[src/verilog/fetch_settings.svh]
`ifndef FETCH_SETTINGS_SVH
`define FETCH_SETTINGS_SVH

//////////////////////////////////////////////////
// Fetch stage sizes
//////////////////////////////////////////////////

`define XLEN_WIDTH        32            // Address and instruction width

`define GSHARE_GHSR_WIDTH 8             // History length, also PHT index bits

`define BTB_INDEX_WIDTH   4             // 16 BTB entries

//////////////////////////////////////////////////
// Reset state
//////////////////////////////////////////////////

`define PC_INIT           32'h0000_0000 // First fetch address

`endif

[src/verilog/fetch_pkg.sv]
`include "fetch_settings.svh"

package fetch_pkg;

   //////////////////////////////////////////////////
   // Datapath words
   //////////////////////////////////////////////////

   typedef logic [`XLEN_WIDTH-1:0] addr_t;         // Byte address
   typedef logic [`XLEN_WIDTH-1:0] instr_t;        // Raw instruction word

   //////////////////////////////////////////////////
   // Direction predictor
   //////////////////////////////////////////////////

   typedef logic [`GSHARE_GHSR_WIDTH-1:0] ghsr_t;  // Global history, newest in bit 0

   // Two-bit saturating counter, upper bit is the prediction
   typedef logic [1:0] counter_t;

   localparam counter_t CNT_STRONG_NT = 2'b00;     // Saturation floor
   localparam counter_t CNT_WEAK_NT   = 2'b01;     // Reset value
   localparam counter_t CNT_STRONG_T  = 2'b11;     // Saturation ceiling

endpackage

[src/verilog/pc_counter.sv]
`timescale 1ns/10ps

`include "fetch_settings.svh"

module pc_counter (
   input  logic             clk,
   input  logic             reset_n,
   input  logic             stall,          // Hold current fetch address
   input  logic             flush,          // Redirect strobe from execute
   input  fetch_pkg::addr_t flush_target,   // Resolved branch target
   input  logic             predict_taken,  // Already gated with memory ready
   input  fetch_pkg::addr_t predict_pc,     // Predicted target
   output fetch_pkg::addr_t pc              // Slot 0 fetch address
);

   //////////////////////////////////////////////////
   // Next fetch address
   //////////////////////////////////////////////////

   always_ff @(posedge clk) begin
      if (!reset_n) begin
         pc <= `PC_INIT;                      // Restart vector
      end else if (flush) begin
         pc <= flush_target;                  // Mispredict wins over all
      end else if (stall) begin
         pc <= pc;                            // Decode is full
      end else if (predict_taken) begin
         pc <= predict_pc;                    // Follow taken prediction
      end else begin
         pc <= pc + `XLEN_WIDTH'd8;           // Two words per cycle
      end
   end

   // Flush and prediction targets come from outside, so the register
   // itself is where a misaligned address would first show up
   a_pc_aligned : assert property (@(posedge clk) disable iff (!reset_n)
      pc[1:0] == 2'b00);

endmodule

[src/verilog/btb.sv]
`timescale 1ns/10ps

`include "fetch_settings.svh"

module btb (
   input  logic             clk,
   input  logic             reset_n,
   input  fetch_pkg::addr_t rd0_pc,       // Slot 0 lookup address
   input  fetch_pkg::addr_t rd1_pc,       // Slot 1 lookup address
   output logic             rd0_hit,
   output fetch_pkg::addr_t rd0_target,
   output logic             rd1_hit,
   output fetch_pkg::addr_t rd1_target,
   input  logic             upd_valid,    // Resolved branch strobe
   input  logic             upd_taken,    // Resolved direction
   input  fetch_pkg::addr_t upd_addr,     // Branch address
   input  fetch_pkg::addr_t upd_target    // Branch target
);

   localparam int ENTRIES   = 1 << `BTB_INDEX_WIDTH;
   localparam int IDX_LSB   = 2;                        // Skip byte offset
   localparam int IDX_MSB   = `BTB_INDEX_WIDTH + 1;
   localparam int TAG_WIDTH = `XLEN_WIDTH - `BTB_INDEX_WIDTH - 2;

   //////////////////////////////////////////////////
   // Storage
   //////////////////////////////////////////////////

   logic [ENTRIES-1:0]   entry_valid;                   // Cleared on reset
   logic [TAG_WIDTH-1:0] entry_tag    [ENTRIES];        // Upper address bits
   fetch_pkg::addr_t     entry_target [ENTRIES];        // Predicted target

   logic [`BTB_INDEX_WIDTH-1:0] rd0_idx;
   logic [`BTB_INDEX_WIDTH-1:0] rd1_idx;
   logic [`BTB_INDEX_WIDTH-1:0] upd_idx;
   logic [TAG_WIDTH-1:0]        rd0_tag;
   logic [TAG_WIDTH-1:0]        rd1_tag;
   logic [TAG_WIDTH-1:0]        upd_tag;
   logic                        upd_tag_match;          // Update hits its own entry

   //////////////////////////////////////////////////
   // Lookup, both slots
   //////////////////////////////////////////////////

   assign rd0_idx = rd0_pc[IDX_MSB:IDX_LSB];
   assign rd1_idx = rd1_pc[IDX_MSB:IDX_LSB];
   assign rd0_tag = rd0_pc[`XLEN_WIDTH-1:IDX_MSB+1];
   assign rd1_tag = rd1_pc[`XLEN_WIDTH-1:IDX_MSB+1];

   assign rd0_hit    = entry_valid[rd0_idx] && (entry_tag[rd0_idx] == rd0_tag);
   assign rd1_hit    = entry_valid[rd1_idx] && (entry_tag[rd1_idx] == rd1_tag);
   assign rd0_target = entry_target[rd0_idx];
   assign rd1_target = entry_target[rd1_idx];

   //////////////////////////////////////////////////
   // Update from execute
   //////////////////////////////////////////////////

   assign upd_idx       = upd_addr[IDX_MSB:IDX_LSB];
   assign upd_tag       = upd_addr[`XLEN_WIDTH-1:IDX_MSB+1];
   assign upd_tag_match = (entry_tag[upd_idx] == upd_tag);

   always_ff @(posedge clk) begin
      if (!reset_n) begin
         entry_valid <= '0;                             // Empty table
      end else if (upd_valid) begin
         if (upd_taken) begin
            entry_valid[upd_idx] <= 1'b1;               // Allocate or refresh
         end else if (upd_tag_match) begin
            entry_valid[upd_idx] <= 1'b0;               // Drop not-taken branch
         end
      end
   end

   always_ff @(posedge clk) begin
      if (upd_valid && upd_taken) begin
         entry_tag[upd_idx]    <= upd_tag;              // Replaces any alias
         entry_target[upd_idx] <= upd_target;
      end
   end

   a_upd_aligned : assert property (@(posedge clk) disable iff (!reset_n)
      upd_valid |-> upd_addr[1:0] == 2'b00);

endmodule

[src/verilog/gshare.sv]
`timescale 1ns/10ps

`include "fetch_settings.svh"

module gshare (
   input  logic             clk,
   input  logic             reset_n,
   input  fetch_pkg::addr_t rd0_pc,       // Slot 0 fetch address
   input  fetch_pkg::addr_t rd1_pc,       // Slot 1 fetch address
   output logic             rd0_taken,    // Slot 0 direction
   output logic             rd1_taken,    // Slot 1 direction
   output fetch_pkg::ghsr_t ghsr,         // History used for this fetch
   input  logic             upd_valid,    // Resolved branch strobe
   input  logic             upd_taken,    // Resolved direction
   input  fetch_pkg::addr_t upd_addr,     // Branch address
   input  fetch_pkg::ghsr_t upd_ghsr      // History at prediction time
);

   localparam int PHT_ENTRIES = 1 << `GSHARE_GHSR_WIDTH;
   localparam int IDX_LSB     = 2;                      // Word address
   localparam int IDX_MSB     = `GSHARE_GHSR_WIDTH + 1;

   //////////////////////////////////////////////////
   // Pattern table and indices
   //////////////////////////////////////////////////

   fetch_pkg::counter_t pht [PHT_ENTRIES];              // One counter per index

   fetch_pkg::ghsr_t    rd0_idx;
   fetch_pkg::ghsr_t    rd1_idx;
   fetch_pkg::ghsr_t    upd_idx;
   fetch_pkg::counter_t upd_cnt;                        // Counter before update
   fetch_pkg::counter_t upd_cnt_next;                   // Counter after update

   // Fetch side hashes with the live history
   assign rd0_idx = rd0_pc[IDX_MSB:IDX_LSB] ^ ghsr;
   assign rd1_idx = rd1_pc[IDX_MSB:IDX_LSB] ^ ghsr;

   assign rd0_taken = pht[rd0_idx][1];                  // MSB gives direction
   assign rd1_taken = pht[rd1_idx][1];

   // Update side hashes with the history the branch saw
   assign upd_idx = upd_addr[IDX_MSB:IDX_LSB] ^ upd_ghsr;
   assign upd_cnt = pht[upd_idx];

   //////////////////////////////////////////////////
   // Saturating counter step
   //////////////////////////////////////////////////

   always_comb begin
      upd_cnt_next = upd_cnt;
      if (upd_taken) begin
         if (upd_cnt != fetch_pkg::CNT_STRONG_T) begin
            upd_cnt_next = upd_cnt + 2'd1;              // Toward taken
         end
      end else begin
         if (upd_cnt != fetch_pkg::CNT_STRONG_NT) begin
            upd_cnt_next = upd_cnt - 2'd1;              // Toward not-taken
         end
      end
   end

   //////////////////////////////////////////////////
   // History and table state
   //////////////////////////////////////////////////

   always_ff @(posedge clk) begin
      if (!reset_n) begin
         ghsr <= '0;                                    // No history yet
         for (int i = 0; i < PHT_ENTRIES; i++) begin
            pht[i] <= fetch_pkg::CNT_WEAK_NT;
         end
      end else if (upd_valid) begin
         ghsr         <= {ghsr[`GSHARE_GHSR_WIDTH-2:0], upd_taken}; // Shift in outcome
         pht[upd_idx] <= upd_cnt_next;
      end
   end

   // A wrapped counter would read strong-NT after a taken update or
   // strong-T after a not-taken one
   a_cnt_no_wrap : assert property (@(posedge clk) disable iff (!reset_n)
      upd_valid |=> pht[$past(upd_idx)] !=
         ($past(upd_taken) ? fetch_pkg::CNT_STRONG_NT : fetch_pkg::CNT_STRONG_T));

endmodule

[src/verilog/if_stage.sv]
`timescale 1ns/10ps

`include "fetch_settings.svh"

module if_stage (
   input  logic              clk,
   input  logic              reset_n,
   // Instruction memory
   output logic              instr_req_valid,   // Low while stalled
   output fetch_pkg::addr_t  instr_req_pc0,
   output fetch_pkg::addr_t  instr_req_pc1,
   input  logic              resp_ready,        // Low on a miss
   input  fetch_pkg::instr_t resp_instr0,
   input  fetch_pkg::instr_t resp_instr1,
   output logic              imem_miss,
   // Execute resolution
   input  logic              ex_branch_valid,
   input  logic              ex_branch_taken,
   input  fetch_pkg::addr_t  ex_branch_addr,
   input  fetch_pkg::addr_t  ex_branch_target,
   input  fetch_pkg::ghsr_t  ex_branch_ghsr,
   // Flush and stall unit
   input  logic              pc_flush,
   input  logic              pc_stall,
   // Decode, slot 0
   output logic              if_valid0,
   output fetch_pkg::addr_t  if_pc0,
   output fetch_pkg::instr_t if_instr0,
   output logic              if_pred_taken0,
   output logic              if_btb_hit0,
   output fetch_pkg::addr_t  if_btb_target0,
   output fetch_pkg::ghsr_t  if_ghsr0,
   // Decode, slot 1
   output logic              if_valid1,
   output fetch_pkg::addr_t  if_pc1,
   output fetch_pkg::instr_t if_instr1,
   output logic              if_pred_taken1,
   output logic              if_btb_hit1,
   output fetch_pkg::addr_t  if_btb_target1,
   output fetch_pkg::ghsr_t  if_ghsr1
);

   fetch_pkg::addr_t pc;
   fetch_pkg::addr_t pc_plus4;          // Slot 1 address
   logic             btb_hit0;
   logic             btb_hit1;
   fetch_pkg::addr_t btb_target0;
   fetch_pkg::addr_t btb_target1;
   logic             gs_taken0;         // Direction only, ignores BTB
   logic             gs_taken1;
   fetch_pkg::ghsr_t gs_ghsr;
   logic             slot0_taken;       // Hit and predicted taken
   logic             slot1_taken;
   logic             predict_taken;     // Gated with memory ready
   fetch_pkg::addr_t predict_pc;

   assign pc_plus4 = pc + `XLEN_WIDTH'd4;

   //////////////////////////////////////////////////
   // Next-PC prediction
   //////////////////////////////////////////////////

   assign slot0_taken = btb_hit0 && gs_taken0;
   assign slot1_taken = btb_hit1 && gs_taken1;

   always_comb begin
      if (slot0_taken) begin
         predict_pc = btb_target0;      // Older slot first
      end else if (slot1_taken) begin
         predict_pc = btb_target1;
      end else begin
         predict_pc = `PC_INIT;         // Unused by pc_counter here
      end
   end

   assign predict_taken = resp_ready && (slot0_taken || slot1_taken); // Only on valid data

   //////////////////////////////////////////////////
   // Memory request
   //////////////////////////////////////////////////

   always_ff @(posedge clk) begin
      if (!reset_n) begin
         instr_req_valid <= 1'b1;
      end else begin
         instr_req_valid <= !pc_stall;  // Follows stall one cycle late
      end
   end

   assign instr_req_pc0 = pc;
   assign instr_req_pc1 = pc_plus4;
   assign imem_miss     = !resp_ready;

   //////////////////////////////////////////////////
   // Decode outputs
   //////////////////////////////////////////////////

   assign if_valid0      = resp_ready;
   assign if_valid1      = resp_ready && !slot0_taken;  // Shadow of taken slot 0
   assign if_pc0         = pc;
   assign if_pc1         = pc_plus4;
   assign if_instr0      = resp_instr0;
   assign if_instr1      = resp_instr1;
   assign if_pred_taken0 = slot0_taken;
   assign if_pred_taken1 = slot1_taken;
   assign if_btb_hit0    = btb_hit0;
   assign if_btb_hit1    = btb_hit1;
   assign if_btb_target0 = btb_target0;
   assign if_btb_target1 = btb_target1;
   assign if_ghsr0       = gs_ghsr;     // Same history for both slots
   assign if_ghsr1       = gs_ghsr;

   //////////////////////////////////////////////////
   // Submodules
   //////////////////////////////////////////////////

   pc_counter u_pc_counter (
      .clk           (clk),
      .reset_n       (reset_n),
      .stall         (pc_stall),
      .flush         (pc_flush),
      .flush_target  (ex_branch_target),
      .predict_taken (predict_taken),
      .predict_pc    (predict_pc),
      .pc            (pc)
   );

   btb u_btb (
      .clk        (clk),
      .reset_n    (reset_n),
      .rd0_pc     (pc),
      .rd1_pc     (pc_plus4),
      .rd0_hit    (btb_hit0),
      .rd0_target (btb_target0),
      .rd1_hit    (btb_hit1),
      .rd1_target (btb_target1),
      .upd_valid  (ex_branch_valid),
      .upd_taken  (ex_branch_taken),
      .upd_addr   (ex_branch_addr),
      .upd_target (ex_branch_target)
   );

   gshare u_gshare (
      .clk       (clk),
      .reset_n   (reset_n),
      .rd0_pc    (pc),
      .rd1_pc    (pc_plus4),
      .rd0_taken (gs_taken0),
      .rd1_taken (gs_taken1),
      .ghsr      (gs_ghsr),
      .upd_valid (ex_branch_valid),
      .upd_taken (ex_branch_taken),
      .upd_addr  (ex_branch_addr),
      .upd_ghsr  (ex_branch_ghsr)
   );

   a_slot1_needs_slot0 : assert property (@(posedge clk) disable iff (!reset_n)
      if_valid1 |-> if_valid0);

endmodule

[config.mk]
export PLATFORM = sky130hd
export DESIGN_NAME = if_stage
export DESIGN_NICKNAME = d
export VERILOG_FILES = /design/src/verilog/fetch_pkg.sv /design/src/verilog/pc_counter.sv /design/src/verilog/btb.sv /design/src/verilog/gshare.sv /design/src/verilog/if_stage.sv
export VERILOG_INCLUDE_DIRS = /design/src /design/src/verilog
export SDC_FILE = /design/constraint.sdc
export NUM_CORES = 2
export LEC_CHECK = 0
export ABC_CLOCK_PERIOD_IN_PS = 4990
export BUFFER_PORTS_ARGS = -buffer_cell sky130_fd_sc_hd__buf_2
export CORE_MARGIN = 2
export CORE_UTILIZATION = 36
export CTS_CLUSTER_SIZE = 24
export DETAILED_ROUTE_END_ITERATION = 12
export SLEW_MARGIN = 20
export SYNTH_ARGS = -nofsm -noshare
export SYNTH_HDL_FRONTEND = slang
export SYNTH_HIERARCHICAL = 1
export SYNTH_SLANG_ARGS = --single-unit
[constraint.sdc]
create_clock -name clk -period 4.99 [get_ports clk]
set_clock_uncertainty 0.2 [all_clocks]
set_input_delay 0.499 -clock clk [delete_from_list [all_inputs] [get_ports clk]]
set_output_delay 0.499 -clock clk [all_outputs]
set_load 0.1 [all_outputs]
==> impl_metrics.ini <==
[status]
run_status = finished, violations left
violations = negative setup slack

[floorplan]
rows = 174
pin_count = 423
core_um2 = 225000
die_w_um = 481
fp.dieH_um = 481
start_util = 0.363
fp.dieArea_um2 = 231000

[critical_path]
r2r_setup_slack_ns = -0.35
path_class = reg2out
rr_worst_depth = 23
timing.rr.end = u_pc_counter/pc[22]
crit_required_ns = 4.29
cp-end-kind = primary output
path_max_fanout = 8
cp-start-kind = flop
r2r_start = u_pc_counter/pc[2]
worstPathArrival_ns = 4.76

[cells_and_area]
stdcell_count = 8650
fin_area_um2 = 96900
fin_nets = 5674
area_growth_pct = 18.5
final_cell_mix = 1440 x edfxtp_1, 929 x mux4_2, 371 x buf_4
final_common_cell = edfxtp_1
final_util = 0.430
drive_above_1_share = 0.423

[clock_network]
cts_root_buf = clkbuf_16
htreeDepth = 4
clk-insertion-delay-late_ns = 0.81
cts.sinks = 1497
numCtsBuffers = 159
cts_tree = built
cts_max_path_buffers = 3
clk_pin_slew_ns = 0.06

[power_and_ir_drop]
p_per_area_nw_per_um2 = 345
peakVddDrop_uv = 334
leakage_nw = 30.6

[synthesis]
synth_flop_cell = edfxtp_1
syn_nets = 5224
synth.distinct_cells = 84
syn_area_per_cell_um2 = 16.1
netlist_area_um2 = 81800
synth-seq-area-share = 0.543
synth_edf_count = 1440
synth_cells = 5079
yosysWarnings = 6
async_reset_ff_frac = 0
netlist.area_leader.share = 0.529
ys_top_cells_by_area = edfxtp_1 53%, mux4_2 26%, nor3_2 2.2%
synth_top_area_cell = edfxtp_1
synth-seq-cells = 1497

[place]
dp.cells = 8219
place_area_um2 = 89400
dp_hpwl_um = 185000
gp_congestion = 0.887
port-buffer-count = 292

[min_path]
holdPathStages = 2
hp-class = in2reg
min_to = u_btb/entry_tag[10][2]
worstHoldStart = ex_branch_addr[8]

[sta]
setup_ws_ns = -0.470
finalSetupViolations = 37
layout_min_cycle_time_ns = 5.46
slew_headroom = 0.219
fmax_mhz = 183
tightest_slew_ns = 1.17
rsz0062_at_grt = true
final_max_slew_viol_count = 0
period_share = 1.09
hold_viol = 0

[global_route]
grt_max_degree = 105
antenna_found_initial = 16
overflow = 0
first_global_vias = 54000
grt_pass1_wl_um = 410000
grt_use_total = 0.247

[routing]
post-route-drc-count = 0
vias = 55200
via_per_inst = 6.38
final_antenna_net_count = 0
routed_wl_um = 291000
dr.pass1.iters = 6
drtIter0Drc = 7616
post_drt_wl_per_cell_um = 33.6

[flow_run]
maxCapViolCount = 0
synth_stat cells, types with 34 or more instances:
cell and number:
buf_4 153, o21ai_0 233, nor3_2 181, nand2_1 346, buf_6 43, edfxtp_1 1440, mux2i_1 159, clkbuf_1 255
xnor2_1 111, a21oi_1 59, mux4_2 929, buf_2 115, buf_1 44, a22o_1 34, nor2_1 173, nor3_1 35
nand3_1 292, dfxtp_1 57
power breakdown:
| part | switching [W] | internal (W) |
|---|---|---|
| logic | 0.00472 | 0.00261 |
| clock network | 0.00525 | 0.00669 |
| registers | 0.000157 | 0.0140 |
| total | 0.0101 | 0.0233 |
final cells by class:
| cell class | count | area [um2] |
|---|---|---|
| Fill cell | 19800 | 128000 |
| Sequential cell | 1497 | 44400 |
| Multi-Input combinational cell | 2953 | 35100 |
| Timing Repair Buffer | 903 | 8430 |
| Clock buffer | 195 | 4240 |
| Tap cell | 2992 | 3740 |
| Clock inverter | 87 | 912 |
| Inverter | 15 | 60.1 |
| Antenna cell | 8 | 20.0 |
how the worst max path moves through the flow:
stage | slack, ns | start | to | cells after the start
after detailed placement | -0.59 | u_pc_counter/pc[2] | u_pc_counter/pc[15] | 19
after CTS | -0.46 | u_pc_counter/pc[2] | if_valid1 | 16
after floorplan | -1.36 | u_pc_counter/pc[2] | u_pc_counter/pc[3] | 18
after global routing | -0.56 | u_pc_counter/pc[2] | if_valid1 | 17
after global placement | -0.56 | u_pc_counter/pc[2] | u_pc_counter/pc[15] | 19
final | -0.47 | u_pc_counter/pc[2] | if_valid1 | 16
flip-flops by register name, summed over array words and instances (netlist names), named ones only:
register and cells:
u_gshare/pht 512, u_btb/entry_tag 416, u_gshare/ghsr 8, instr_req_valid 1, u_btb/entry_target 512, u_pc_counter/pc 32
critical path, stage by stage (launching register included):
cell      delay (ns)
dfxtp_4         0.38
buf_6           0.12
xor2_4          0.17
buf_12          0.18
buf_16          0.16
buf_12          0.12
mux4_2          0.49
mux4_2          0.50
mux4_2          0.51
nor2b_2         0.21
a211oi_4        0.24
a21oi_4         0.08
and2_4          0.19
buf_12          0.13
buf_12          0.14
nor2_4          0.10
buf_12          0.18
metrics by stage:
stage	total power, W	worst slack, ns	setup TNS (ns)	hold slack, ns
floorplan	0.0192	-1.36	-41.71	0.314
global placement	0.0213	-0.560	-11.06	0.327
detailed placement	0.0213	-0.592	-11.69	0.338
CTS	0.0334	-0.461	-7.18	0.00505
global route	0.0343	-0.556	-13.09	0.0292
finish	0.0334	-0.470	-9.33	0.0415
timing repair:
action | 4_1_cts | 5_1_grt
gates resized for setup | 128 | 51
endpoints found under the setup margin | 73 | 55
setup buffers | 47 | 26
cloned | 13 | 1
hold buffers | 58 | 0
hold endpoints to repair | 907 | 0
pin swaps | 27 | 50
routing by layer:
layer,up-vias,track usage,part of all wire
li1,21700,-,-
met5,-,0,0.00012
met2,3691,0.392,0.47
met1,29100,0.326,0.37
met4,6,0.109,0.049
met3,678,0.0551,0.10
logic make-up (layout without fill, tap and decap cells):
family | count (synthesis) | after routing | share of synthesized area
compound gates | 517 | 517 | 0.0413
xor+xnor | 145 | 145 | 0.0160
fa+ha+maj | 4 | 4 | 0.000581
buf+inv | 629 | 1200 | 0.0423
flops | 1497 | 1497 | 0.543
mux | 1104 | 1104 | 0.278
other cells | 0 | 8 | 0
simple gates | 1183 | 1183 | 0.0796
Power figures use the tool's default switching activity.
